[config.mk]
export PLATFORM = sky130hd
export DESIGN_NAME = mem_stage
export DESIGN_NICKNAME = d
export VERILOG_FILES = /design/src/hdl/lsu_pkg.sv /design/src/hdl/load_extract.sv /design/src/hdl/mem_stage.sv
export SDC_FILE = /design/constraint.sdc
export NUM_CORES = 1
export LEC_CHECK = 0
export BUFFER_PORTS_ARGS = -buffer_cell sky130_fd_sc_hd__buf_2
export CORE_AREA = 2 2 150 152
export CTS_CLUSTER_SIZE = 10
export DETAILED_ROUTE_END_ITERATION = 16
export DIE_AREA = 0 0 152 154
export SLEW_MARGIN = 20
export SYNTH_ARGS = -nofsm -noshare
export SYNTH_HDL_FRONTEND = slang
export SYNTH_SLANG_ARGS = --single-unit
export TNS_END_PERCENT = 1
[constraint.sdc]
create_clock -name clk -period 4.8 [get_ports clk]
set_clock_uncertainty 0.2 [all_clocks]
set_input_delay 0 -clock clk [delete_from_list [all_inputs] [get_ports clk]]
set_output_delay 0 -clock clk [all_outputs]
set_load 0.005 [all_outputs]
[src/hdl/lsu_pkg.sv]
`default_nettype none

package lsu_pkg;

    localparam int DATA_W  = 32;
    localparam int SRAM_AW = 8;                   // word address, 256 words
    localparam logic [13:0] CSR_SAVE0 = 14'h030;  // SAVE0..SAVE3 sit at 0x30..0x33

    typedef enum logic [1:0] {
        size_b = 2'd0,
        size_h = 2'd1,
        size_w = 2'd2
    } mem_size_e;

    typedef enum logic [1:0] {
        op_alu   = 2'd0,
        op_load  = 2'd1,
        op_store = 2'd2,
        op_csr   = 2'd3
    } op_kind_e;

    // operation handed over by the issue point
    typedef struct packed {
        logic [DATA_W-1:0] pc;
        op_kind_e          kind;
        mem_size_e         size;
        logic              is_unsigned;
        logic              rf_we;
        logic [4:0]        rf_waddr;
        logic [DATA_W-1:0] alu_result;    // address for loads and stores
        logic [DATA_W-1:0] rkd_value;     // store data or csr write value
        logic [13:0]       csr_num;
        logic              csr_we;
        logic [DATA_W-1:0] csr_wmask;
    } ex_req_t;

    typedef struct packed {
        logic [DATA_W-1:0] pc;
        logic              rf_we;
        logic [4:0]        rf_waddr;
        logic [DATA_W-1:0] rf_wdata;
        logic              csr_re;
        logic              csr_we;
        logic [13:0]       csr_num;
        logic [DATA_W-1:0] csr_wmask;
        logic [DATA_W-1:0] csr_wvalue;
    } mem_payload_t;

    typedef struct packed {
        logic              we;
        logic [4:0]        waddr;
        logic [DATA_W-1:0] wdata;
        logic              csr_pending;   // wdata not final, csr read still to come
    } fwd_t;

    typedef union packed {
        logic [DATA_W-1:0] word;
        logic [3:0][7:0]   bytes;
        logic [1:0][15:0]  halves;
    } load_word_u;

    typedef struct packed {
        logic [DATA_W-1:0] pc;
        logic              rf_we;
        logic [4:0]        rf_waddr;
        logic [DATA_W-1:0] rf_wdata;
    } retire_t;

endpackage

`default_nettype wire

[src/hdl/load_extract.sv]
`timescale 1ns/1ns
`default_nettype none

module load_extract (
    input  wire  lsu_pkg::load_word_u  rdata,
    input  wire  [1:0]                 byte_offset,
    input  wire  lsu_pkg::mem_size_e   size,
    input  wire                        is_unsigned,
    output logic [lsu_pkg::DATA_W-1:0] value
);
    import lsu_pkg::*;

    logic [7:0]  sel_byte;
    logic [15:0] sel_half;
    logic        byte_sign;
    logic        half_sign;

    assign sel_byte = rdata.bytes[byte_offset];
    assign sel_half = rdata.halves[byte_offset[1]];   // offset[0] ignored, no trap here

    assign byte_sign = ~is_unsigned & sel_byte[7];
    assign half_sign = ~is_unsigned & sel_half[15];

    always_comb begin
        case (size)
            size_b: begin
                value = {{(DATA_W-8){byte_sign}}, sel_byte};
            end
            size_h: begin
                value = {{(DATA_W-16){half_sign}}, sel_half};
            end
            default: begin
                value = rdata.word;
            end
        endcase
    end

endmodule

`default_nettype wire

[src/hdl/mem_stage.sv]
`timescale 1ns/1ns
`default_nettype none

module mem_stage (
    input  wire                         clk,
    input  wire                         resetn,
    input  wire                         ex_to_mem_valid,
    input  wire  lsu_pkg::ex_req_t      ex_to_mem_req,
    output logic                        mem_allowin,
    input  wire  [lsu_pkg::DATA_W-1:0]  data_sram_rdata,
    input  wire                         wb_allowin,
    output logic                        mem_to_wb_valid,
    output lsu_pkg::mem_payload_t       mem_to_wb_bus,
    output lsu_pkg::fwd_t               mem_fwd
);
    import lsu_pkg::*;

    logic              mem_valid;
    ex_req_t           mem_req;
    logic              mem_ready_go;
    load_word_u        rd_word;
    logic [DATA_W-1:0] load_value;
    logic [DATA_W-1:0] mem_rf_wdata;
    logic              mem_rf_we;
    logic              is_csr;
    logic              mem_csr_re;

    assign mem_ready_go    = 1'b1;
    assign mem_allowin     = ~mem_valid | (mem_ready_go & wb_allowin);
    assign mem_to_wb_valid = mem_valid & mem_ready_go;

    always_ff @(posedge clk) begin
        if (!resetn) begin
            mem_valid <= 1'b0;
        end else if (mem_allowin) begin
            mem_valid <= ex_to_mem_valid;
        end
    end

    always_ff @(posedge clk) begin
        if (ex_to_mem_valid && mem_allowin) begin
            mem_req <= ex_to_mem_req;
        end
    end

    assign rd_word = data_sram_rdata;

    load_extract u_load_extract (
        .rdata       (rd_word),
        .byte_offset (mem_req.alu_result[1:0]),
        .size        (mem_req.size),
        .is_unsigned (mem_req.is_unsigned),
        .value       (load_value)
    );

    assign is_csr       = mem_req.kind == op_csr;
    assign mem_rf_we    = mem_req.rf_we & (mem_req.kind != op_store);  // stores never write rf
    assign mem_csr_re   = is_csr & mem_req.rf_we;
    assign mem_rf_wdata = (mem_req.kind == op_load) ? load_value : mem_req.alu_result;

    always_comb begin
        mem_to_wb_bus.pc         = mem_req.pc;
        mem_to_wb_bus.rf_we      = mem_rf_we;
        mem_to_wb_bus.rf_waddr   = mem_req.rf_waddr;
        mem_to_wb_bus.rf_wdata   = mem_rf_wdata;       // replaced in wb for csr reads
        mem_to_wb_bus.csr_re     = mem_csr_re;
        mem_to_wb_bus.csr_we     = is_csr & mem_req.csr_we;
        mem_to_wb_bus.csr_num    = mem_req.csr_num;
        mem_to_wb_bus.csr_wmask  = mem_req.csr_wmask;
        mem_to_wb_bus.csr_wvalue = mem_req.rkd_value;
    end

    // bypass toward decode
    always_comb begin
        mem_fwd.we          = mem_valid & mem_rf_we;
        mem_fwd.waddr       = mem_req.rf_waddr;
        mem_fwd.wdata       = mem_rf_wdata;
        mem_fwd.csr_pending = mem_valid & mem_csr_re;
    end

endmodule

`default_nettype wire

==> results by group <==
Finish
  • Leading cell types in the layout, fill and taps excluded: sky130_fd_sc_hd__buf_2, sky130_fd_sc_hd__dlygate4sd3_1, sky130_fd_sc_hd__edfxtp_1
  • Post-layout net count: 1044
  • Area growth from synthesis to final layout: 47.9%
  • Fraction of final layout cells with drive strength greater than 1: 49.1%
  • Total inserted antenna cells: 0
  • Most frequent standard cell in the layout excluding fill and tap cells: sky130_fd_sc_hd__buf_2
  • Final cell count without fillers: 1147

Route
  • Iteration count of the initial detailed-routing pass: 4
  • 1st-iter DRT viols: 250
  • Total wirelength of the detailed-routed design: 19.5 mm
  • Post-route antenna net violation count: 0
  • DRC violations left: 0
  • Routed length per placed instance: 17.0 µm
  • Vias/cell: 4.34
  • Vias: 4973

Logic synthesis
  • Library cell occupying the most area in the post-synthesis netlist: sky130_fd_sc_hd__edfxtp_1
  • Post-Synthesis Cells: 468
  • Average cell area after synthesis: 14.4 µm²
  • Count of unique library cells instantiated by Yosys: 38
  • Number of synthesized flops with an enable pin: 154
  • Share of the synthesized area in the top cell type: 68.5%
  • Flip-flop and latch count after synthesis: 155
  • Post-synthesis net count: 658
  • Synthesized cell area: 6750 µm²
  • Ys async rst share: 0%
  • Most used flip-flop cell after synthesis: sky130_fd_sc_hd__edfxtp_1
  • Top cells by area, synth: sky130_fd_sc_hd__edfxtp_1, sky130_fd_sc_hd__buf_4, sky130_fd_sc_hd__nand3_1, sky130_fd_sc_hd__o21ai_0, sky130_fd_sc_hd__mux2_2
  • Post-synthesis sequential area ratio: 68.8%
  • Number of warnings reported in the yosys synthesis log: 0

GRT
  • First-pass GRT wire length: 29.7 mm
  • Antenna violations before repair: 0
  • GRT Total Usage: 16.5%
  • Total grt overflow: 0
  • Vias in the first global route: 5295
  • Pin count of the biggest net entering global routing: 155

Clock tree
  • Num CTS Buffers: 17
  • Count of cells resized by post-cts repair: 0
  • H-tree lvl count: 4
  • Sink Count: 155
  • CTS tree: yes
  • Root Buffer: sky130_fd_sc_hd__clkbuf_16
  • Largest buffer count on any clock path: 2
  • Clock Latency Late Sink: 0.41 ns
  • Clock slew seen by the registers of the worst setup and hold paths: 0.07 ns

Setup path
  • Critical Path Max Stage Delay: 0.80 ns
  • Critical path cell sequence: or3_4 > o22ai_1 > nand3_1 > o21ai_0 > buf_2
  • Critical Path End Type: primary output
  • Worst R2R Path Depth: 3
  • Worst endpoint required time: 4.60 ns
  • Setup CP Type: reg2out
  • Type of origin of the critical path: register
  • Crit path DAT: 3.06 ns
  • Worst-path fanout max: 34
  • Standard cell with the maximum stage delay on the critical path: sky130_fd_sc_hd__edfxtp_1

Outcome
  • Outcome: finished, final reports clean

STA
  • Final Hold Vio Count: 0
  • Worst slew margin relative to its limit: 33.0%
  • Post-Route Setup TNS: 0 ns
  • Worst Tran Pin Value: 1.00 ns
  • Setup repair after global routing missed its margin: false
  • Fin crit share: 67.8%
  • Final worst path period need: 3.26 ns
  • Post-route worst hold slack: 0.0814 ns
  • Fin. max-slew vios: 0
  • Max frequency: 0.307 GHz
  • Setup-violating endpoint count in the final report: 0

Power
  • Power density normalized to cell area: 345 nW/µm²
  • Maximum ir drop on the vdd rail: 0.218 mV
  • Static Leak: 4.34 nW

Floorplanning
  • Top-level I/O count: 381
  • Initial Utilization: 31.1%
  • Chip height: 154 µm
  • Die boundary width: 152 µm
  • Core area: 21700 µm²
  • Std-Cell Rows: 54
  • Area of the die: 23400 µm²

Placement
  • Weighted congestion reported at the end of routability-driven placement: 0.829
  • Placed instance count: 959
  • Total half-perimeter wirelength after legalization and detailed placement: 13.7 mm
  • # port buffers: 380

Worst hold path
  • Classification of the worst-slack hold path: in2reg
  • Cell count of the worst hold path: 2

Job
  • Max-capacitance violation count: 0
[area by class of cell]
class,instances,area [µm²]
Timing Repair Buffer,538,3490
Multi-Input combinational cell,138,861
Clock inverter,15,199
Clock buffer,17,425
Fill cell,1954,11700
Inverter,4,15.0
Tap cell,280,350
Sequential cell,155,4640
[worst max-delay path: cells and delay by family, from the launching register on]
family	cells	cell delay, ns
compound gates	2	0.58
buf+inv	1	0.18
flops	1	0.80
simple gates	2	1.08
[routing by layer]
metal	part of all wire (%)	track usage [%]
met1	38	18.5
met2	52	29.5
met3	7.0	4.68
met4	2.9	6.85
met5	0	0
[path summary, 6_finish.rpt]
kind                            slack [ns]        startpoint                 end
worst max-delay path                  1.54      mem_req[119]  mem_to_wb_bus[106]
worst min-delay path                  0.08  ex_to_mem_req[9]   mem_to_wb_bus[41]
worst max register to register        2.85   mem_to_wb_valid        mem_req[104]
worst min register to register        0.94   mem_to_wb_valid     mem_to_wb_valid
[flip-flops by register name (all words and copies together), names as in the netlist]
signal / cells
mem_to_wb_bus: 110
mem_fwd: 5
mem_req: 39
mem_to_wb_valid: 1
[cell families (layout without fill, tap and decap cells)]
family	count (synthesis)	in the layout	synth area share (%)
buffers and inverters	175	574	18.6
AOI/OAI and AO/OA	55	55	5.48
DFF	155	155	68.8
and+or+nand+nor	73	73	5.61
muxes	10	10	1.57
[synthesized netlist by cell type, types with 2 or more instances]
master                     instances
sky130_fd_sc_hd__a32oi_1           5
sky130_fd_sc_hd__mux2i_1           5
sky130_fd_sc_hd__and3_1            7
sky130_fd_sc_hd__a21boi_0          2
sky130_fd_sc_hd__buf_4           154
sky130_fd_sc_hd__nor2_1           13
sky130_fd_sc_hd__mux2_2            5
sky130_fd_sc_hd__nor2b_1           2
sky130_fd_sc_hd__a221oi_1          5
sky130_fd_sc_hd__nor3_1            2
sky130_fd_sc_hd__or3_1             2
sky130_fd_sc_hd__clkbuf_1         12
sky130_fd_sc_hd__a21oi_1          11
sky130_fd_sc_hd__a31oi_1           4
sky130_fd_sc_hd__a22oi_1           6
sky130_fd_sc_hd__nand2_1          15
sky130_fd_sc_hd__o21ai_0          14
sky130_fd_sc_hd__nand2b_1          4
sky130_fd_sc_hd__edfxtp_1        154
sky130_fd_sc_hd__inv_1             4
sky130_fd_sc_hd__buf_2             3
sky130_fd_sc_hd__and2_1            3
sky130_fd_sc_hd__o221ai_2          2
sky130_fd_sc_hd__nand3_1          19
sky130_fd_sc_hd__buf_6             2
[report_power, final]
group          switching (mW)  total (mW)  internal (mW)
logic                   0.196       0.436          0.241
clock network           0.636        1.39          0.756
registers              0.0304        1.61           1.58
[per-stage QoR]
step / util [%] / power [mW] / worst slack (ns) / area [µm²]
final: 46.0 / 3.44 / 1.54 / 9990
after global routing: 46.0 / 3.59 / 1.32 / 9990
after CTS: 46.0 / 3.49 / 1.56 / 9990
after detailed placement: 36.0 / 1.98 / 2.04 / 7800
after global placement: 36.0 / 1.97 / 2.12 / 7800
after floorplan: - / 1.87 / 0.0846 / 6750
[repair_timing]
item | in CTS | in global routing
buffers inserted | 0 | 0
endpoints found under the hold margin | 155 | 0
hold buffers | 156 | 0
Note: power is estimated with default switching activity, not from simulation.
