==> config.mk <==
export PLATFORM = sky130hd
export DESIGN_NAME = wb_stage
export DESIGN_NICKNAME = d
export VERILOG_FILES = /design/src/hdl/lsu_pkg.sv /design/src/hdl/wb_stage.sv
export SDC_FILE = /design/constraint.sdc
export NUM_CORES = 1
export LEC_CHECK = 0
export BUFFER_PORTS_ARGS = -buffer_cell sky130_fd_sc_hd__buf_2
export CAP_MARGIN = 40
export CORE_UTILIZATION = 45
export DETAILED_ROUTE_END_ITERATION = 6
export GPL_TIMING_DRIVEN = 0
export PLACE_DENSITY = 0.64
export SYNTH_ARGS = -nofsm -noshare
export SYNTH_HDL_FRONTEND = slang
export SYNTH_SLANG_ARGS = --single-unit
==> constraint.sdc <==
create_clock -name clk -period 6.1 [get_ports clk]
set_input_delay 0 -clock clk [delete_from_list [all_inputs] [get_ports clk]]
set_output_delay 0 -clock clk [all_outputs]
set_load 0.005 [all_outputs]
==> src/hdl/lsu_pkg.sv <==
`default_nettype none

package lsu_pkg;

    localparam int DATA_W  = 32;
    localparam int SRAM_AW = 8;                   // word address, 256 words
    localparam logic [13:0] CSR_SAVE0 = 14'h030;  // SAVE0..SAVE3 sit at 0x30..0x33

    typedef enum logic [1:0] {
        size_b = 2'd0,
        size_h = 2'd1,
        size_w = 2'd2
    } mem_size_e;

    typedef enum logic [1:0] {
        op_alu   = 2'd0,
        op_load  = 2'd1,
        op_store = 2'd2,
        op_csr   = 2'd3
    } op_kind_e;

    // operation handed over by the issue point
    typedef struct packed {
        logic [DATA_W-1:0] pc;
        op_kind_e          kind;
        mem_size_e         size;
        logic              is_unsigned;
        logic              rf_we;
        logic [4:0]        rf_waddr;
        logic [DATA_W-1:0] alu_result;    // address for loads and stores
        logic [DATA_W-1:0] rkd_value;     // store data or csr write value
        logic [13:0]       csr_num;
        logic              csr_we;
        logic [DATA_W-1:0] csr_wmask;
    } ex_req_t;

    typedef struct packed {
        logic [DATA_W-1:0] pc;
        logic              rf_we;
        logic [4:0]        rf_waddr;
        logic [DATA_W-1:0] rf_wdata;
        logic              csr_re;
        logic              csr_we;
        logic [13:0]       csr_num;
        logic [DATA_W-1:0] csr_wmask;
        logic [DATA_W-1:0] csr_wvalue;
    } mem_payload_t;

    typedef struct packed {
        logic              we;
        logic [4:0]        waddr;
        logic [DATA_W-1:0] wdata;
        logic              csr_pending;   // wdata not final, csr read still to come
    } fwd_t;

    typedef union packed {
        logic [DATA_W-1:0] word;
        logic [3:0][7:0]   bytes;
        logic [1:0][15:0]  halves;
    } load_word_u;

    typedef struct packed {
        logic [DATA_W-1:0] pc;
        logic              rf_we;
        logic [4:0]        rf_waddr;
        logic [DATA_W-1:0] rf_wdata;
    } retire_t;

endpackage

`default_nettype wire

==> src/hdl/wb_stage.sv <==
`timescale 1ns/1ns
`default_nettype none

module wb_stage (
    input  wire                          clk,
    input  wire                          resetn,
    input  wire                          mem_to_wb_valid,
    input  wire  lsu_pkg::mem_payload_t  mem_to_wb_bus,
    output logic                         wb_allowin,
    output logic                         retire_valid,
    output lsu_pkg::retire_t             retire,
    input  wire                          retire_ready,
    output lsu_pkg::fwd_t                wb_fwd
);
    import lsu_pkg::*;

    logic                   wb_valid;
    mem_payload_t           wb_bus;
    logic                   wb_ready_go;
    logic                   retire_fire;
    logic [3:0][DATA_W-1:0] save_csr;     // SAVE0..SAVE3
    logic                   csr_hit;
    logic [1:0]             csr_idx;
    logic [DATA_W-1:0]      csr_old;
    logic [DATA_W-1:0]      wb_rf_wdata;

    assign wb_ready_go  = 1'b1;
    assign wb_allowin   = ~wb_valid | (wb_ready_go & retire_ready);
    assign retire_valid = wb_valid & wb_ready_go;
    assign retire_fire  = retire_valid & retire_ready;

    always_ff @(posedge clk) begin
        if (!resetn) begin
            wb_valid <= 1'b0;
        end else if (wb_allowin) begin
            wb_valid <= mem_to_wb_valid;
        end
    end

    always_ff @(posedge clk) begin
        if (mem_to_wb_valid && wb_allowin) begin
            wb_bus <= mem_to_wb_bus;
        end
    end

    assign csr_hit = wb_bus.csr_num[13:2] == CSR_SAVE0[13:2];
    assign csr_idx = wb_bus.csr_num[1:0];
    assign csr_old = csr_hit ? save_csr[csr_idx] : '0;   // unknown csr reads zero

    always_ff @(posedge clk) begin
        if (!resetn) begin
            save_csr <= '0;
        end else if (retire_fire && wb_bus.csr_we && csr_hit) begin
            save_csr[csr_idx] <= (csr_old & ~wb_bus.csr_wmask)
                               | (wb_bus.csr_wvalue & wb_bus.csr_wmask);
        end
    end

    assign wb_rf_wdata = wb_bus.csr_re ? csr_old : wb_bus.rf_wdata;

    always_comb begin
        retire.pc       = wb_bus.pc;
        retire.rf_we    = wb_bus.rf_we;
        retire.rf_waddr = wb_bus.rf_waddr;
        retire.rf_wdata = wb_rf_wdata;
    end

    always_comb begin
        wb_fwd.we          = wb_valid & wb_bus.rf_we;
        wb_fwd.waddr       = wb_bus.rf_waddr;
        wb_fwd.wdata       = wb_rf_wdata;
        wb_fwd.csr_pending = 1'b0;    // csr value already resolved here
    end

endmodule

`default_nettype wire

==> results of run 1 <==
metal layers:
layer	track usage	wire, µm
met1	0.2962	13320
met2	0.4260	15980
met3	0.04924	2298
met4	0.05640	703
met5	0	0
cell usage after synthesis, drive strengths merged:
master / number / area (µm²)
a211oi: 72 / 540.5
a21oi: 129 / 645.6
a311oi: 56 / 490.5
a31oi: 18 / 112.6
and2: 20 / 125.1
buf: 119 / 977.2
clkbuf: 28 / 185.2
conb: 1 / 3.750
dfxtp: 129 / 2582
dlygate4sd3: 4 / 40.04
edfxtp: 150 / 4504
inv: 54 / 202.7
mux4: 32 / 720.7
nand2: 14 / 52.55
nand2b: 1 / 6.260
nand3: 33 / 165.2
nand3b: 14 / 105.1
nand4: 1 / 12.51
nand4b: 1 / 8.760
nor3: 5 / 81.33
nor4: 2 / 42.54
o21ai: 32 / 160.2
or4: 3 / 30.03
or4bb: 1 / 15.01
logic make-up after synthesis:
group / after synthesis / synth area share
DFF: 279 / 0.6001
AOI/OAI and AO/OA: 307 / 0.1651
and+or+nand+nor: 95 / 0.05456
other: 1 / 0.0003175
muxes: 32 / 0.06102
buffers and inverters: 205 / 0.1190
cell type report:
type | instances | area share
Buffer | 151 | 0.07458
Clock buffer | 51 | 0.05937
Clock inverter | 5 | 0.001630
Inverter | 54 | 0.01257
Multi-Input combinational cell | 435 | 0.2060
Sequential cell | 279 | 0.4395
Tap cell | 330 | 0.02561
Timing Repair Buffer | 419 | 0.1807
sequential cells by signal, summed over array words and instances, names as in the netlist:
signal        count
wb_bus          110
retire           38
csr_idx           2
retire_valid      1
save_csr        128
how the worst max path moves through the flow:
stage,from,slack (ns),depth (start not counted),endpoint
6_report,wb_bus[73]$_DFFE_PP_,2.37,9,wb_fwd[17]
5_1_grt,wb_bus[73]$_DFFE_PP_,2.15,9,wb_fwd[20]
4_1_cts,wb_bus[73]$_DFFE_PP_,2.37,9,wb_fwd[19]
3_5_place_dp,wb_bus[73]$_DFFE_PP_,2.97,9,wb_fwd[20]
3_3_place_gp,retire_valid$_SDFFE_PN0N_,0.13,2,wb_bus[110]$_DFFE_PP_
2_1_floorplan,retire_valid$_SDFFE_PN0N_,1.63,2,csr_idx[0]$_DFFE_PP_
per-stage QoR:
step / worst slack (ns) / cells
floorplan: 1.630 / 919
global placement: 0.1286 / 1512
detailed placement: 2.974 / 1515
CTS: 2.372 / 1724
global route: 2.153 / 1724
finish: 2.373 / 1724
where the power goes:
group / total (mW) / switching [mW] / internal, mW / leakage, nW
clock: 1.78 / 0.723 / 1.06 / 0.495
sequential: 2.07 / 0.0192 / 2.05 / 2.49
combinational: 0.382 / 0.179 / 0.204 / 3.31
total: 4.23 / 0.921 / 3.31 / 6.29
worst max-delay path: cells and delay by family (launching register included):
kind | cells | cell delay (ns)
AOI/OAI and AO/OA | 1 | 0.18
buffers and inverters | 5 | 1.38
DFF | 1 | 0.35
and+or+nand+nor | 3 | 1.24
what timing repair did:
item                       in CTS  in global routing
hold buffers                  153                  0
setup endpoints to repair       0                  0
buffers inserted                0                  0
hold endpoints to repair      176                  0
==> results.txt, run 1 <==
----------------------------------------------------
[Setup path]
  Reg-to-reg slack, setup ... 3.38 ns
  Endpoint required time on the critical path ... 6.10 ns
  Worst R2R End ... save_csr[0]$_SDFFE_PN0P_
  Crit-path max cell delay ... 0.62 ns
  CP max-delay cell ... sky130_fd_sc_hd__clkbuf_1
  Largest fanout on the critical path ... 10
  Data arrival time of the critical path ... 3.73 ns
  Worst path cell trace ... or4_1 > buf_4 > nor3_4 > buf_4 > clkbuf_1 > nand3_1 > o21ai_1 > buf_4 > buf_2
  Crit end category ... output pin
  Critical path class ... reg -> out
  FF-to-FF Start ... wb_bus[73]$_DFFE_PP_
  Startpoint type of the worst setup path ... flip-flop
  R2r worst-path depth ... 6
  Cell seen most often among critical-path stages ... sky130_fd_sc_hd__buf_4

[Clocking]
  Number of clock sinks ... 279
  Num CTS Buffers ... 30
  # H-tree levels ... 1
  Number of gates resized after cts ... 0
  Clock Path Buffers ... 3
  Clock transition at the register clock pins on the worst setup and hold paths after CTS ... 0.06 ns
  Source-to-sink clock delay at the later pin of the worst-skew pair ... 0.56 ns
  CTS tree ... yes
  Clock root cell ... sky130_fd_sc_hd__clkbuf_16

[Detailed routing]
  Number of design-rule violations left by the first detailed-router iteration ... 633
  Detailed-route DRC error count ... 0
  WL per Instance ... 18.74 µm
  Iteration count of the initial detailed-routing pass ... 7
  Detailed-route via count ... 9162
  Routed Wire Length ... 32300 µm
  Detail-routed via count per cell ... 5.314
  Antenna violation net count after detailed routing ... 0

[Timing]
  Unrepaired setup endpoints after global routing ... no
  Portion of the clock cycle consumed by the worst path in the final layout ... 0.6111
  Setup clock skew after layout ... 0.01277 ns
  Number of hold violations in the final report ... 0
  Pin slew with the least headroom to its limit ... 0.8569 ns
  Final Max Slew Viols ... 0
  Setup Viol. Count Final ... 0
  Crit path time final ... 3.727 ns
  Fin Hold WS ... 0.02198 ns
  Total negative slack ... 0 ns
  Fmax achieved ... 268.3 MHz
  Relative max-transition margin ... 0.4244

[Power]
  Leakage power total ... 6.293 nW
  Worst IR drop on VDD ... 0.0002431 V
  PwrDens ... 262.6 nW/µm²
  PnR Total Power ... 4.234 mW

[GRT]
  Antenna violations before repair ... 0
  Via count of the first global-routing pass ... 9538
  Largest net degree at the start of global routing ... 71
  Total GRT Usage ... 0.2392
  First-pass GRT wire length ... 49450 µm
  Total grt overflow ... 0

[Floorplan]
  Die Height ... 164 µm
  Placeable Area ... 25470 µm²
  I/O pin count ... 265
  # rows ... 58
  Die extent in x ... 164 µm
  Die outline area ... 26900 µm²
  Initial Utilization ... 0.4637

[Logic synthesis]
  Post-synthesis instance area ... 11810 µm²
  Flops & latches, synth ... 279
  Number of distinct standard cells referenced by the synthesized netlist ... 31
  Cells after Synth ... 919
  Mapped Avg Cell Area ... 12.85 µm²
  Sequential-to-total area share from yosys stat ... 0.6001
  Number of warnings issued by yosys ... 0
  Mapped Nets ... 1073

[Layout]
  Final core utilization ... 0.6330
  Commonest cells after routing, fill and taps aside ... 267 x sky130_fd_sc_hd__buf_2, 157 x sky130_fd_sc_hd__dlygate4sd3_1, 150 x sky130_fd_sc_hd__edfxtp_1
  Filler Cell Count ... 1996
  Most frequent standard cell in the layout excluding fill and tap cells ... sky130_fd_sc_hd__buf_2
  Area growth from synthesis to layout ... 36.52%
  Final Instance Area ... 16120 µm²
  Layout cell share with drive strength beyond 1 ... 0.3458
  Final Net Count ... 1524
  Sequential Area ... 7087 µm²
  Total area of multi-input combinational cells ... 3321 µm²
  Total inserted antenna cells ... 0

[Worst hold path]
  Hold path cells ... 5
  Class of the worst hold path ... in -> reg
  Launch point of the worst hold path ... retire_ready
  Hold Crit Endpoint ... save_csr[97]$_SDFFE_PN0P_

[Status]
  Outcome ... complete, no violations

[Place]
  Total cell area at the placement stage ... 13610 µm²
  Buffers added on ports ... 263
  Last weighted congestion value of the routability-driven placer ... 0.8419
  Total half-perimeter wirelength after legalization and detailed placement ... 20400 µm

[Job]
  Max cap viols ... 0

----------------------------------------------------
Note: power is estimated with default switching activity, not from simulation.
==> run 2, diff against run 1 <==
==> constraint.sdc (replaced) <==
create_clock -name clk -period 3.7 [get_ports clk]
set_input_delay 0 -clock clk [delete_from_list [all_inputs] [get_ports clk]]
set_output_delay 0 -clock clk [all_outputs]
set_load 0.005 [all_outputs]
==> results.txt, run 2 (synthesis gave the netlist of run 1 again) <==
----------------------------------------------------
[Layout]
  Number of flip-flops under the largest register name ... 128 (unchanged)
  Most frequent standard cell in the layout excluding fill and tap cells ... sky130_fd_sc_hd__buf_2
  Commonest cells after routing, fill and taps aside ... 267 x sky130_fd_sc_hd__buf_2, 157 x sky130_fd_sc_hd__dlygate4sd3_1, 150 x sky130_fd_sc_hd__edfxtp_1
  Register with the most flip-flops ... save_csr
  Area growth from synthesis to layout ... 35.85%
  Total inserted antenna cells ... 0 (unchanged)
  Layout cell share with drive strength beyond 1 ... 0.3429 (-0.002869)
  Fin cells ... 1724 (unchanged)
  Final Instance Area ... 16040 µm² (-0.49%)
  Final Net Count ... 1524 (unchanged)

[Place]
  Buffers added on ports ... 263 (unchanged)
  Last weighted congestion value of the routability-driven placer ... 0.8446 (+0.32%)
  Total half-perimeter wirelength after legalization and detailed placement ... 20630 µm (+1.1%)
  Setup slack at placement ... 0.4824 ns (-2.491 ns)
  Number of placed instances, taps included ... 1515 (unchanged)
  Total cell area at the placement stage ... 13610 µm² (unchanged)

[Power]
  Share of power burned in the clock network ... 0.406 (-0.015)
  Comb pwr share ... 0.093 (+0.003)
  Flop pwr share ... 0.501 (+0.012)
  PnR Total Power ... 6.809 mW (+61%)
  PwrDens ... 424.4 nW/µm² (+62%)
  Worst IR drop on VDD ... 0.0003650 V (+50%)
  Switching share of power ... 0.2229 (+0.005341)
  Internal Pwr Total ... 5.291 mW (+60%)
  Leakage power total ... 6.257 nW (-0.57%)
  Sw power ... 1.518 mW (+65%)

[Clocking]
  Number of clock sinks ... 279 (unchanged)
  Clock transition at the register clock pins on the worst setup and hold paths after CTS ... 0.06 ns (about the same)
  Clock root cell ... sky130_fd_sc_hd__clkbuf_16
  # H-tree levels ... 1 (unchanged)
  Source-to-sink clock delay at the later pin of the worst-skew pair ... 0.56 ns (about the same)
  Clock Path Buffers ... 3 (unchanged)
  CTS tree ... yes
  Num CTS Buffers ... 30 (unchanged)
  Number of post-CTS setup repair buffers ... 0 (unchanged)

[Setup path]
  Endpoint required time on the critical path ... 3.70 ns (-2.40 ns)
  Reg-to-reg slack, setup ... 1.04 ns (-2.34 ns)
  Critical path class ... reg -> out
  R2r worst-path depth ... 6 (unchanged)
  Origin of the worst setup path ... wb_bus[74]$_DFFE_PP_
  Crit end category ... output pin
  Data arrival time of the critical path ... 3.46 ns (-0.27 ns)
  Largest fanout on the critical path ... 10 (unchanged)
  Worst R2R End ... save_csr[73]$_SDFFE_PN0P_
  FF-to-FF Start ... csr_idx[1]$_DFFE_PP_
  Startpoint type of the worst setup path ... flip-flop

[Timing]
  Setup clock skew after layout ... 0.01229 ns (-0.0004788 ns)
  Total negative slack ... 0 ns (unchanged)
  Relative max-transition margin ... 0.3971 (-0.02736)
  Crit path time final ... 3.463 ns
  Setup Viol. Count Final ... 0 (unchanged)
  Final worst slack ... 0.2370 ns (-2.136 ns)
  Final Max Slew Viols ... 0 (unchanged)
  Portion of the clock cycle consumed by the worst path in the final layout ... 0.9359
  Fmax achieved ... 288.8 MHz
  Pin slew with the least headroom to its limit ... 0.8976 ns (+0.04073 ns)
  Unrepaired setup endpoints after global routing ... no
  Number of hold violations in the final report ... 0 (unchanged)

[Floorplan]
  # rows ... 58 (unchanged)
  Initial Utilization ... 0.4637 (unchanged)
  Die Height ... 164 µm (unchanged)
  Die outline area ... 26900 µm² (unchanged)
  Die extent in x ... 164 µm (unchanged)
  I/O pin count ... 265 (unchanged)
  Placeable Area ... 25470 µm² (unchanged)

[Detailed routing]
  Antenna violation net count after detailed routing ... 0 (unchanged)
  Detailed-route DRC error count ... 0 (unchanged)
  WL per Instance ... 18.87 µm (+0.72%)
  Number of design-rule violations left by the first detailed-router iteration ... 711 (+12%)
  Routed Wire Length ... 32530 µm (+0.72%)
  Iteration count of the initial detailed-routing pass ... 5 (-2)
  Detail-routed via count per cell ... 5.363 (+0.91%)
  Detailed-route via count ... 9245 (+0.91%)

[Worst hold path]
  Class of the worst hold path ... in -> reg
  Hold path cells ... 5 (unchanged)
  Hold Crit Endpoint ... save_csr[31]$_SDFFE_PN0P_
  Launch point of the worst hold path ... retire_ready

[Status]
  Outcome ... complete, no violations

[GRT]
  First-pass GRT wire length ... 50460 µm (+2.1%)
  Antenna violations before repair ... 0 (unchanged)
  Total GRT Usage ... 0.2444 (+0.005110)
  Total grt overflow ... 0 (unchanged)
  Via count of the first global-routing pass ... 9523 (-0.16%)
  Largest net degree at the start of global routing ... 66 (-7.0%)

[Job]
  Max cap viols ... 0 (unchanged)

----------------------------------------------------
[run 2: cell types whose count changed in the layout (fill, tap and decap cells not counted)]
cell,change
sky130_fd_sc_hd__clkbuf_1,+1
sky130_fd_sc_hd__clkbuf_2,+1
sky130_fd_sc_hd__clkbuf_4,-1
sky130_fd_sc_hd__clkbuf_8,-8
sky130_fd_sc_hd__clkinv_1,+3
sky130_fd_sc_hd__clkinv_2,+5
sky130_fd_sc_hd__inv_4,-1
[run 2: worst max-delay path, stage by stage (launching register included)]
cell	delay, ns
sky130_fd_sc_hd__edfxtp_1	0.37
sky130_fd_sc_hd__or4_4	0.54
sky130_fd_sc_hd__buf_6	0.15
sky130_fd_sc_hd__nor3_4	0.54
sky130_fd_sc_hd__buf_4	0.33
sky130_fd_sc_hd__clkbuf_1	0.39
sky130_fd_sc_hd__nand3_1	0.18
sky130_fd_sc_hd__o21ai_1	0.16
sky130_fd_sc_hd__buf_4	0.13
sky130_fd_sc_hd__buf_2	0.10
[run 2: metal layers]
metal  track usage  part of all wire  routed length [µm]
met5             0                 0                   0
met1        0.3166              0.41               13490
met2        0.4216              0.50               16260
met3       0.03434             0.060                1952
met4       0.07744             0.025                 829
[run 2: worst max path at each step]
stage,to,slack [ns],cells after the start
after floorplan,csr_idx[0]$_DFFE_PP_,0.91,2
after global placement,wb_bus[37]$_DFFE_PP_,0.13,2
after detailed placement,wb_fwd[24],0.48,9
after CTS,wb_fwd[23],0.006,9
after global routing,wb_fwd[8],0.04,9
final,wb_fwd[8],0.24,9
[run 2: power groups by stage]
stage	logic [mW]	registers, mW	clock network (mW)
after floorplan	0.269	3.47	0
after global placement	0.485	3.48	0
after CTS	0.628	3.41	2.81
after global routing	0.686	3.42	2.93
after detailed placement	0.500	3.48	0
final	0.634	3.41	2.76
[run 2: timing repair]
item	CTS	global route
resized for setup	1	2
hold buffers	153	0
endpoints found under the setup margin	14	16
endpoints found under the hold margin	160	0
[run 2: cell type report]
cell class                      instances  area, µm²
Timing Repair Buffer                  419       2914
Clock buffer                           44      845.8
Tap cell                              330      412.9
Buffer                                151       1205
Multi-Input combinational cell        435       3321
Clock inverter                         12      56.30
Fill cell                            2004       9428
Sequential cell                       279       7087
Inverter                               54      202.7
[run 2: per-stage QoR]
stage,utilization,hold slack [ns]
6_report,0.6299,0.02142
5_1_grt,0.6299,0.03741
4_1_cts,0.6298,0.008889
3_5_place_dp,0.5342,0.1781
3_3_place_gp,0.5316,0.1762
2_1_floorplan,-,0.09887
