### src/hdl/lsu_pkg.sv
`default_nettype none

package lsu_pkg;

    localparam int DATA_W  = 32;
    localparam int SRAM_AW = 8;                   // word address, 256 words
    localparam logic [13:0] CSR_SAVE0 = 14'h030;  // SAVE0..SAVE3 sit at 0x30..0x33

    typedef enum logic [1:0] {
        size_b = 2'd0,
        size_h = 2'd1,
        size_w = 2'd2
    } mem_size_e;

    typedef enum logic [1:0] {
        op_alu   = 2'd0,
        op_load  = 2'd1,
        op_store = 2'd2,
        op_csr   = 2'd3
    } op_kind_e;

    // operation handed over by the issue point
    typedef struct packed {
        logic [DATA_W-1:0] pc;
        op_kind_e          kind;
        mem_size_e         size;
        logic              is_unsigned;
        logic              rf_we;
        logic [4:0]        rf_waddr;
        logic [DATA_W-1:0] alu_result;    // address for loads and stores
        logic [DATA_W-1:0] rkd_value;     // store data or csr write value
        logic [13:0]       csr_num;
        logic              csr_we;
        logic [DATA_W-1:0] csr_wmask;
    } ex_req_t;

    typedef struct packed {
        logic [DATA_W-1:0] pc;
        logic              rf_we;
        logic [4:0]        rf_waddr;
        logic [DATA_W-1:0] rf_wdata;
        logic              csr_re;
        logic              csr_we;
        logic [13:0]       csr_num;
        logic [DATA_W-1:0] csr_wmask;
        logic [DATA_W-1:0] csr_wvalue;
    } mem_payload_t;

    typedef struct packed {
        logic              we;
        logic [4:0]        waddr;
        logic [DATA_W-1:0] wdata;
        logic              csr_pending;   // wdata not final, csr read still to come
    } fwd_t;

    typedef union packed {
        logic [DATA_W-1:0] word;
        logic [3:0][7:0]   bytes;
        logic [1:0][15:0]  halves;
    } load_word_u;

    typedef struct packed {
        logic [DATA_W-1:0] pc;
        logic              rf_we;
        logic [4:0]        rf_waddr;
        logic [DATA_W-1:0] rf_wdata;
    } retire_t;

endpackage

`default_nettype wire

### src/hdl/ex_issue_stage.sv
`timescale 1ns/1ns
`default_nettype none

module ex_issue_stage (
    input  wire                         clk,
    input  wire                         resetn,
    input  wire                         in_valid,
    output logic                        in_allowin,
    input  wire  lsu_pkg::ex_req_t      in_req,
    input  wire                         mem_allowin,
    output logic                        ex_to_mem_valid,
    output lsu_pkg::ex_req_t            ex_to_mem_req,
    output logic                        sram_en,
    output logic [3:0]                  sram_we,
    output logic [lsu_pkg::SRAM_AW-1:0] sram_addr,
    output logic [lsu_pkg::DATA_W-1:0]  sram_wdata
);
    import lsu_pkg::*;

    logic       ex_valid;
    ex_req_t    ex_req;
    logic       ex_ready_go;
    logic       ex_go;         // op leaves for mem at the next edge
    logic       is_store;
    logic       is_mem_op;
    logic [1:0] offset;
    logic [3:0] strobe;

    assign ex_ready_go     = 1'b1;
    assign in_allowin      = ~ex_valid | (ex_ready_go & mem_allowin);
    assign ex_to_mem_valid = ex_valid & ex_ready_go;
    assign ex_to_mem_req   = ex_req;
    assign ex_go           = ex_to_mem_valid & mem_allowin;

    always_ff @(posedge clk) begin
        if (!resetn) begin
            ex_valid <= 1'b0;
        end else if (in_allowin) begin
            ex_valid <= in_valid;
        end
    end

    always_ff @(posedge clk) begin
        if (in_valid && in_allowin) begin
            ex_req <= in_req;
        end
    end

    assign is_store  = ex_req.kind == op_store;
    assign is_mem_op = is_store || ex_req.kind == op_load;
    assign offset    = ex_req.alu_result[1:0];

    // byte lanes touched by the access
    always_comb begin
        case (ex_req.size)
            size_b:  strobe = 4'b0001 << offset;
            size_h:  strobe = offset[1] ? 4'b1100 : 4'b0011;
            default: strobe = 4'b1111;
        endcase
    end

    // replicate so every lane already holds the right bits
    always_comb begin
        case (ex_req.size)
            size_b:  sram_wdata = {4{ex_req.rkd_value[7:0]}};
            size_h:  sram_wdata = {2{ex_req.rkd_value[15:0]}};
            default: sram_wdata = ex_req.rkd_value;
        endcase
    end

    assign sram_en   = ex_go & is_mem_op;
    assign sram_we   = {4{ex_go & is_store}} & strobe;
    assign sram_addr = ex_req.alu_result[SRAM_AW+1:2];

endmodule

`default_nettype wire

### config.mk
export PLATFORM = sky130hd
export DESIGN_NAME = ex_issue_stage
export DESIGN_NICKNAME = d
export VERILOG_FILES = /design/src/hdl/lsu_pkg.sv /design/src/hdl/ex_issue_stage.sv
export SDC_FILE = /design/constraint.sdc
export NUM_CORES = 1
export LEC_CHECK = 0
export ABC_AREA = 1
export BUFFER_PORTS_ARGS = -buffer_cell sky130_fd_sc_hd__buf_4
export CAP_MARGIN = 20
export CORE_AREA = 2 2 137 139
export DETAILED_ROUTE_END_ITERATION = 10
export DIE_AREA = 0 0 139 141
export PLACE_DENSITY = 0.68
export RECOVER_POWER = 50
export SETUP_SLACK_MARGIN = 0.4
export SKIP_CTS_REPAIR_TIMING = 1
export SLEW_MARGIN = 20
export SYNTH_ARGS = -nofsm -noshare
export SYNTH_HDL_FRONTEND = slang
export SYNTH_SLANG_ARGS = --single-unit
### constraint.sdc
create_clock -name clk -period 8.1 [get_ports clk]
set_input_delay 0.405 -clock clk [delete_from_list [all_inputs] [get_ports clk]]
set_output_delay 0.405 -clock clk [all_outputs]
set_load 0.01 [all_outputs]
==> summary.txt, run 1 <==
TritonCTS clock tree: yes
Reg-to-reg slack, setup: 5510 ps
Iteration-0 DRC Markers: 168
Worst-margin pin slew: 1050 ps
Distinct cell type count after synthesis: 16
Die X: 139 µm
Vias per cell: 4.28
Row cnt: 50
Crit Reg-Reg Startpoint: ex_to_mem_valid
Yosys warns: 0
Switching share of power: 0.238
Lkg Pwr: 3.33 nW
Final setup viols: 0
Synthesized instance count: 274
Crit path kind: flip-flop to flip-flop
Clk slew on worst S/H paths: 70 ps
Status: finished, final reports clean
Met3 Resource Use GR: 0.0639
Syn avg cell area: 19.2 µm²
Combinational share of power: 0.102
TNS Setup: 0 ps
Peak supply drop: 129 µV
CP startpoint kind: flip-flop
Hold path endpoint: ex_to_mem_req[69]
Layout cells sized above 1: 0.447
Starting density of the core: 0.288
Core ar.: 0.0183 mm²
Seq/Total Area, Yosys: 0.883
Initial antenna violation count: 0
Final routed DRC violation total: 0
Psw: 0.000448 W
Global-route wire length before repair: 21.4 mm
Worst-path maximum fanout: 80
Busiest metal layer after global routing: met2
Reg power frac: 0.514
Post-synthesis cell area: 0.00526 mm²
Hold Startpoint: in_req[69]
Routed Wire Length: 14.7 mm
Largest net degree at the start of global routing: 81
Cts bufs inserted: 17
Chip Height: 141 µm
Final critical-path share of the clock period: 0.320
Crit path arrival time: 2620 ps
Power per cell area: 229 mW/mm²
Worst r2r dst: ex_to_mem_req[119]
Final Critical Period: 2590 ps
Final net count: 790
Drt first pass iters: 4
Number of global-route vias before repair: 3898
Port Buffers: 358
Root Buffer: clkbuf_16
Io pins: 359
Final hold vios: 0
Routed Antenna Nets: 0
Achievable Freq: 386 MHz
Clk buf depth: 2
Max Slew Vio Count: 0
Crit end category: flip-flop
Clk Latency, worst-skew pair: 410 ps
Worst Skew: 4.79 ps
Pwr Total: 0.00188 W
TritonCTS Sinks: 155
Remaining Overflow, GRT: 0
Crit path required time: 8140 ps
DR WL/cell: 16.8 µm
Tot GR Track Use: 0.144
Max_cap viols: 0
Cell internal pwr: 0.00143 W
Gpl congestion: 0.927
Synthesized flop and latch total: 155
Hold Crit Class: primary input to flip-flop
H-tree Lvls: 4
Depth of the worst hold-timing path: 1
Clock power share: 0.384
P&R area growth vs syn: 56.3%
RSZ-0062 raised after global routing: no
GRT met1 Usage: 0.159
M2 GR Usage: 0.243
Slew HR: 0.301
Vias: 3756
Antenna diodes: 0
Mapped Nets: 433
Number of cells on the worst reg-to-reg path: 3
Hpwl dp: 11.6 mm
DIE AREA: 0.0196 mm²
cell usage in the layout, fill, tap and decap left out, drive strengths merged:
| cell | instances |
|---|---|
| a21oi | 1 |
| dfxtp | 1 |
| clkinvlp | 5 |
| a21boi | 1 |
| clkinv | 5 |
| o21ai | 8 |
| clkbuf | 271 |
| edfxtp | 154 |
| ha | 1 |
| inv | 12 |
| nand3 | 16 |
| buf | 106 |
| nor2 | 9 |
| nand2 | 54 |
worst max path at each step:
stage / depth (start not counted) / from / slack [ps] / endpoint
floorplan: 2 / mem_allowin / 2710 / ex_to_mem_req[0]
global placement: 5 / mem_allowin / 5410 / ex_to_mem_req[121]
detailed placement: 5 / mem_allowin / 5330 / ex_to_mem_req[121]
CTS: 3 / ex_to_mem_valid / 5510 / ex_to_mem_req[119]
global route: 3 / ex_to_mem_valid / 5320 / ex_to_mem_req[121]
finish: 3 / ex_to_mem_valid / 5510 / ex_to_mem_req[119]
metal layers:
metal  vias up  share of wire
met5         -              0
met4         0          0.022
met2       249           0.51
li1       1706              -
met1      1780           0.37
met3        21           0.10
cell usage after synthesis:
cell / count / area, µm²
a21boi_0: 1 / 7.51
a21oi_1: 1 / 5.00
buf_4: 18 / 135
buf_6: 4 / 45.0
dfxtp_1: 1 / 20.0
edfxtp_1: 154 / 4620
ha_1: 1 / 12.5
inv_1: 6 / 22.5
inv_4: 1 / 6.26
nand2_1: 54 / 203
nand3_1: 14 / 70.1
nand3_2: 2 / 20.0
nor2_1: 8 / 30.0
nor2_8: 1 / 20.0
o21ai_0: 6 / 30.0
o21ai_1: 2 / 10.0
cell type report:
class	count	area, µm²
clock buffer	17	425
clock inverter	15	114
fill	1678	10000
inverter	7	28.8
multi-input combinational	90	419
sequential	155	4640
tap	234	293
timing repair buffer	360	2300
power by group through the flow:
stage	registers, W	logic (W)	clock network [W]
2_1_floorplan	0.00100	0.0000497	0
3_3_place_gp	0.000982	0.000220	0
3_5_place_dp	0.000984	0.000223	0
4_1_cts	0.000968	0.000223	0.000741
5_1_grt	0.000971	0.000208	0.000773
6_report	0.000966	0.000193	0.000721
through the flow:
stage / instances / utilization / area [µm²] / hold slack [ps] / worst slack, ps
6_report: 878 / 0.450 / 8230 / 184 / 5510
5_1_grt: 878 / 0.450 / 8230 / 156 / 5320
4_1_cts: 878 / 0.472 / 8630 / 136 / 5510
3_5_place_dp: 846 / 0.443 / 8090 / 584 / 5330
3_3_place_gp: 846 / 0.443 / 8090 / 550 / 5410
2_1_floorplan: 274 / - / 5270 / 504 / 2710
state kept, by name (all words and copies together) (netlist names):
name	count
ex_to_mem_req	154
ex_to_mem_valid	1
critical path: stages (launching register included):
cell and delay [ps]:
dfxtp_1 350, a21oi_4 150, buf_4 700, buf_4 870
logic make-up (layout without fill, tap and decap cells):
family	after synthesis	in the layout	share of synthesized area
AOI/OAI and AO/OA	10	10	0.00999
and+or+nand+nor	79	79	0.0652
DFF	155	155	0.883
buffers and inverters	29	399	0.0397
adders and majority gates	1	1	0.00238
No activity file was read; power rests on OpenSTA's default activity.
==> inputs of run 2 (changes only) <==
ABC_AREA = 0   (was 1)
PLACE_DENSITY = 0.66   (was 0.68)
clock period = 2.6 ns   (was 8.1 ns; I/O delays follow)
==> run 2 against run 1 <==
Against the previous run:
- count of clock-buffer cells in the layout up 1
- clock skew increased by 6.1 ps
- non-clock buffer count increased by 167
- critical path type is now flip-flop to output port
- highest routed layer unchanged
==> summary.txt, run 2 <==
Worst-path cell chain: buf_4 -> mux2_2 -> buf_4
Root Buffer: clkbuf_16
Layout cells sized above 1: 0.409 (-0.0381)
TNS Setup: 0 ps (unchanged)
Gpl congestion: 0.878 (-5.3%)
Die X: 139 µm (unchanged)
H-tree Lvls: 4 (unchanged)
Worst-path maximum fanout: 11 (-86%)
Post-synthesis simple-gate area fraction: 0.0190 (-0.0461)
Share of the synthesized area in the top cell type: 0.880 (about the same)
Io pins: 359 (unchanged)
Number of global-route vias before repair: 3762 (-3.5%)
Clk slew on worst S/H paths: 70 ps (about the same)
Final setup viols: 0 (unchanged)
TritonCTS Sinks: 155 (unchanged)
Crit path required time: 2470 ps (-5670 ps)
DR WL/cell: 17.0 µm (+1.6%)
Worst path bufs/invs: 2 (unchanged)
Main combinational cell family by area after synthesis: multiplexers
Syn avg cell area: 22.7 µm² (+18%)
Mapped Nets: 391 (-9.7%)
P&R area growth vs syn: 89.9%
Yosys warns: 0 (unchanged)
TritonCTS clock tree: yes
Clk Latency, worst-skew pair: 410 ps (about the same)
Iteration-0 DRC Markers: 152 (-9.5%)
CP max stage cell: edfxtp_1
Crit path kind: flip-flop to output port
Vias per cell: 4.20 (-1.8%)
Pwr Total: 0.00634 W (+240%)
Most frequent cells after synthesis: edfxtp_1, buf_4, mux2_2, nand2_1
RSZ-0062 raised after global routing: no
Commonest non-fill, non-tap cells in the layout: dlygate4sd3_1, edfxtp_1, clkbuf_4, buf_4, clkbuf_1
Cts bufs inserted: 17 (unchanged)
Final hold vios: 0 (unchanged)
Most frequent cell after synthesis: edfxtp_1
Synth area leaders: edfxtp_1, mux2_2, buf_4, mux2i_1, o21ai_0
Largest net degree at the start of global routing: 43 (-47%)
Post-synthesis mux area share: 0.0509 (+0.0509)
GRT met1 Usage: 0.153 (-0.00589)
Seq/Total Area, Yosys: 0.883 (about the same)
Final critical-path share of the clock period: 0.793
Top cell by count, worst path: buf_4
Max FFs per register: 154 (unchanged)
Final Critical Period: 2060 ps
DIE AREA: 0.0196 mm² (unchanged)
Worst-margin pin slew: 637 ps (-412 ps)
Commonest non-fill, non-tap cell in the layout: dlygate4sd3_1
Worst Skew: 10.9 ps (+6.07 ps)
Initial antenna violation count: 2 (+2)
Adder-Cell Fraction of Synth Area: 0.00238 (about the same)
Clk buf depth: 2 (unchanged)
Crit end category: output port
Core ar.: 0.0183 mm² (unchanged)
M2 GR Usage: 0.246 (+0.00285)
Slew HR: 0.575 (+0.274)
Max Slew Vio Count: 0 (unchanged)
Routed Wire Length: 17.1 mm (+16%)
Top delay family on crit path: flip-flops
CP startpoint kind: flip-flop
Synth area leader: edfxtp_1
Synthesized flop and latch total: 155 (unchanged)
Drt first pass iters: 4 (unchanged)
Synth Area in XOR/XNOR: 0 (unchanged)
CP max stage delay: 730 ps (-140 ps)
Status: finished, final reports clean
Tot GR Track Use: 0.143 (-0.00159)
Row cnt: 50 (unchanged)
Asr flop ratio synth: 0 (unchanged)
Port Buffers: 358 (unchanged)
EDFF count, synth: 154 (unchanged)
Vias: 4226 (+13%)
Crit path arrival time: 1930 ps (-690 ps)
Lkg Pwr: 4.03 nW (+21%)
Final net count: 917 (+16%)
Chip Height: 141 µm (unchanged)
Compound-Gate Fraction of Synth Area: 0.0119 (+0.00191)
Remaining Overflow, GRT: 0 (unchanged)
Met3 Resource Use GR: 0.0625 (-0.00136)
Power per cell area: 636 mW/mm² (+180%)
Max_cap viols: 0 (unchanged)
Global-route wire length before repair: 21.1 mm (-1.3%)
Achievable Freq: 485 MHz
Hold Crit Class: primary input to flip-flop
Distinct cell type count after synthesis: 22 (+6)
Synthesized instance count: 232 (-15%)
Peak supply drop: 382 µV (+200%)
Post-synthesis cell area: 0.00526 mm² (about the same)
Final routed DRC violation total: 0 (unchanged)
Routed Antenna Nets: 0 (unchanged)
Hpwl dp: 11.4 mm (-1.9%)
Ys flop type: edfxtp_1
Busiest metal layer after global routing: met2
Fillers: 1516 (-9.7%)
Starting density of the core: 0.288 (about the same)
[run 2: cell types whose count changed after synthesis, moves of 3 or more]
| cell | delta |
|---|---|
| mux2i_1 | +8 |
| inv_1 | -4 |
| nor2_1 | -6 |
| nand2_1 | -45 |
| nor3_1 | +3 |
| nand3_1 | -13 |
| mux2_2 | +14 |
[run 2: final timing paths]
| kind | from | to | slack (ps) | cells past startpoint |
|---|---|---|---|---|
| worst min-delay path | in_req[79] | ex_to_mem_req[79] | 450 | 2 |
| worst min register to register | ex_to_mem_valid | ex_to_mem_req[52] | 1080 | 2 |
| worst max-delay path | ex_to_mem_req[119] | sram_wdata[18] | 540 | 3 |
| worst max register to register | ex_to_mem_valid | ex_to_mem_req[24] | 920 | 3 |
[run 2: report_power, final]
group / switching [W] / internal (W)
clock network: 0.000985 / 0.00151
logic: 0.000355 / 0.000490
registers: 0.0000732 / 0.00293
total: 0.00141 / 0.00493
[run 2: logic make-up (layout without fill, tap and decap cells)]
group,Yosys count,in the layout
other cells,0,2
buf+inv,22,560
simple gates,19,19
mux,24,24
flops,155,155
compound gates,11,11
fa+ha+maj,1,1
[run 2: worst register-to-register path, delay by kind of cell (launching register included)]
kind / cells / cell delay (ps)
buf+inv: 1 / 330
simple gates: 2 / 710
flops: 1 / 330
[run 2: area by class of cell]
| cell class | count | area [µm²] | area share |
|---|---|---|---|
| Multi-Input combinational cell | 55 | 445 | 0.0446 |
| Timing Repair Buffer | 527 | 3990 | 0.400 |
| Antenna cell | 2 | 5.00 | 0.000501 |
| Sequential cell | 155 | 4640 | 0.465 |
| Inverter | 2 | 7.51 | 0.000752 |
| Tap cell | 234 | 293 | 0.0293 |
| Clock inverter | 13 | 164 | 0.0164 |
| Clock buffer | 18 | 429 | 0.0430 |
[run 2: metal layers]
layer | vias to the layer above | wire length [µm]
met5 | - | 0
met4 | 0 | 410
met3 | 31 | 1410
met2 | 241 | 9300
met1 | 2008 | 6010
li1 | 1946 | -
[run 2: per-stage QoR]
| step | hold slack (ps) | setup WS [ps] | util | cell area [µm²] | std cells |
|---|---|---|---|---|---|
| final | 454 | 537 | 0.546 | 9980 | 1006 |
| after global routing | 434 | 488 | 0.546 | 9980 | 1006 |
| after CTS | -134 | 381 | 0.480 | 8770 | 845 |
| after detailed placement | 309 | 844 | 0.448 | 8180 | 814 |
| after global placement | 308 | 868 | 0.448 | 8180 | 814 |
| after floorplan | 229 | 529 | - | 5260 | 232 |
==> inputs of run 3 (changes only) <==
ABC_AREA = 1   (was 0)
PLACE_DENSITY = 0.68   (was 0.66)
clock period = 1.7 ns   (was 2.6 ns; I/O delays follow)
==> run 3 against run 2 <==
Against the previous run:
- first-iteration DRC count up 17%
- combinational power increased by 57%
- via count increased by 4.2%
- critical path type unchanged
- critical endpoint is now sram_wdata[14]
- largest cell class unchanged
- highest routed layer unchanged
==> summary.txt, run 3 (synthesis gave the netlist of run 1 again) <==
Status: finished, final reports clean
Chip Height: 141 µm (unchanged)
Worst r2r dst: ex_to_mem_req[67]
TritonCTS clock tree: yes
P&R area growth vs syn: 90.3%
Crit Reg-Reg Startpoint: ex_to_mem_valid
Hold path endpoint: ex_to_mem_valid
Max FFs per register: 154 (unchanged)
Vias: 4405 (+4.2%)
Worst Skew: 7.07 ps (-3.79 ps)
Top cell by count, worst path: buf_4
Met2 WL post-DR: 9.70 mm (+4.2%)
Max Slew Vio Count: 0 (unchanged)
Hpwl dp: 12.0 mm (+5.8%)
Hold Startpoint: in_valid
Final critical-path share of the clock period: 0.936
TritonCTS Sinks: 155 (unchanged)
Top delay family on crit path: buffers and inverters
Hold Crit Class: primary input to flip-flop
Vias per cell: 4.22 (+0.54%)
Global-route wire length before repair: 22.1 mm (+4.7%)
Depth of the worst hold-timing path: 3 (+1)
Gpl congestion: 0.915 (+4.2%)
Clk Latency, worst-skew pair: 410 ps (about the same)
Starting density of the core: 0.288 (about the same)
Worst Setup SP: ex_to_mem_req[119]
Achievable Freq: 628 MHz
Worst-path maximum fanout: 15 (+4)
Dpl cells: 847 (+4.1%)
DR WL/cell: 17.5 µm (+3.1%)
Number of cells on the worst reg-to-reg path: 3 (unchanged)
Power per cell area: 952 mW/mm² (+50%)
Fillers: 1539 (+1.5%)
Clk buf depth: 2 (unchanged)
Commonest non-fill, non-tap cell in the layout: dlygate4sd3_1
Remaining Overflow, GRT: 0 (unchanged)
Pwr Total: 0.00954 W (+50%)
Die X: 139 µm (unchanged)
Worst path bufs/invs: 3 (+1)
Peak supply drop: 604 µV (+58%)
H-tree Lvls: 4 (unchanged)
Iteration-0 DRC Markers: 178 (+17%)
Slew HR: 0.792 (+0.217)
Top Layer Used: met4
Crit path arrival time: 1510 ps (-420 ps)
CP startpoint kind: flip-flop
Drt first pass iters: 4 (unchanged)
Final routed DRC violation total: 0 (unchanged)
Final setup viols: 0 (unchanged)
Clk slew on worst S/H paths: 70 ps (about the same)
Routed Wire Length: 18.3 mm (+6.9%)
Routed Antenna Nets: 0 (unchanged)
Number of global-route vias before repair: 3862 (+2.7%)
Lkg Pwr: 4.11 nW (+2.0%)
CP max stage delay: 430 ps (-300 ps)
DIE AREA: 0.0196 mm² (unchanged)
Antenna diodes: 0 (-2)
Cts bufs inserted: 17 (unchanged)
Final net count: 955 (+4.1%)
Core ar.: 0.0183 mm² (unchanged)
Layout cells sized above 1: 0.377 (-0.0321)
Reg-to-reg slack, setup: 430 ps (-490 ps)
TNS Setup: 0 ps (unchanged)
Crit path kind: flip-flop to output port
Row cnt: 50 (unchanged)
M1 WL: 6.65 mm (+11%)
Wire length on met3: 1.53 mm (+8.8%)
Largest net degree at the start of global routing: 78 (+81%)
Initial antenna violation count: 0 (-2)
CP max stage cell: edfxtp_1
RSZ-0062 raised after global routing: yes
Post-route insts no fill: 1043 (+3.7%)
Final Critical Period: 1590 ps
Max_cap viols: 0 (unchanged)
Final hold vios: 0 (unchanged)
Tot GR Track Use: 0.150 (+0.00685)
Crit end category: output port
Worst-margin pin slew: 312 ps (-326 ps)
Port Buffers: 358 (unchanged)
Io pins: 359 (unchanged)
Commonest non-fill, non-tap cells in the layout: dlygate4sd3_1, edfxtp_1, clkbuf_4, buf_4, clkbuf_1
Crit path required time: 1620 ps (-850 ps)
Root Buffer: clkbuf_16
Worst-path cell chain: buf_4 -> clkbuf_16 -> o21ai_1 -> nand2_1 -> buf_4
[run 3: worst register-to-register path, delay by kind of cell (launching register included)]
kind / cells / cell delay [ps]
flip-flops: 1 / 360
buffers and inverters: 2 / 420
AO/OA/AOI/OAI: 1 / 160
[run 3: routing by layer]
metal / vias up / track usage
met5: - / 0
met4: 0 / 0.0601
met3: 25 / 0.0679
met2: 265 / 0.247
met1: 2073 / 0.170
li1: 2042 / -
[run 3: area by class of cell]
type | instances | area, µm² | area share
sequential | 155 | 4640 | 0.464
timing repair buffer | 524 | 4050 | 0.404
multi-input combinational | 91 | 433 | 0.0432
clock buffer | 17 | 425 | 0.0425
tap | 234 | 293 | 0.0292
clock inverter | 15 | 140 | 0.0140
inverter | 7 | 31.3 | 0.00312
[run 3: through the flow]
step	instance area, µm²	utilization	hold slack (ps)	setup slack [ps]
floorplan	5270	-	184	-1630
global placement	8120	0.445	263	359
detailed placement	8120	0.445	264	348
CTS	8690	0.476	-174	-107
global route	10000	0.548	74.7	23.4
finish	10000	0.548	55.8	109
[run 3: power by group]
group          switching [W]  total [W]  internal [W]  leakage, nW
clock network        0.00158    0.00362       0.00205        0.270
logic               0.000578    0.00133      0.000747         2.34
registers           0.000115    0.00459       0.00448         1.50
total                0.00227    0.00954       0.00727         4.11
[run 3: how the worst max path moves through the flow]
stage / to / slack [ps] / cells past startpoint
floorplan: ex_to_mem_req[0] / -1630 / 1
global placement: sram_we[1] / 360 / 5
detailed placement: sram_we[1] / 350 / 5
CTS: sram_we[1] / -110 / 5
global route: sram_wdata[29] / 20 / 5
finish: sram_wdata[14] / 110 / 5
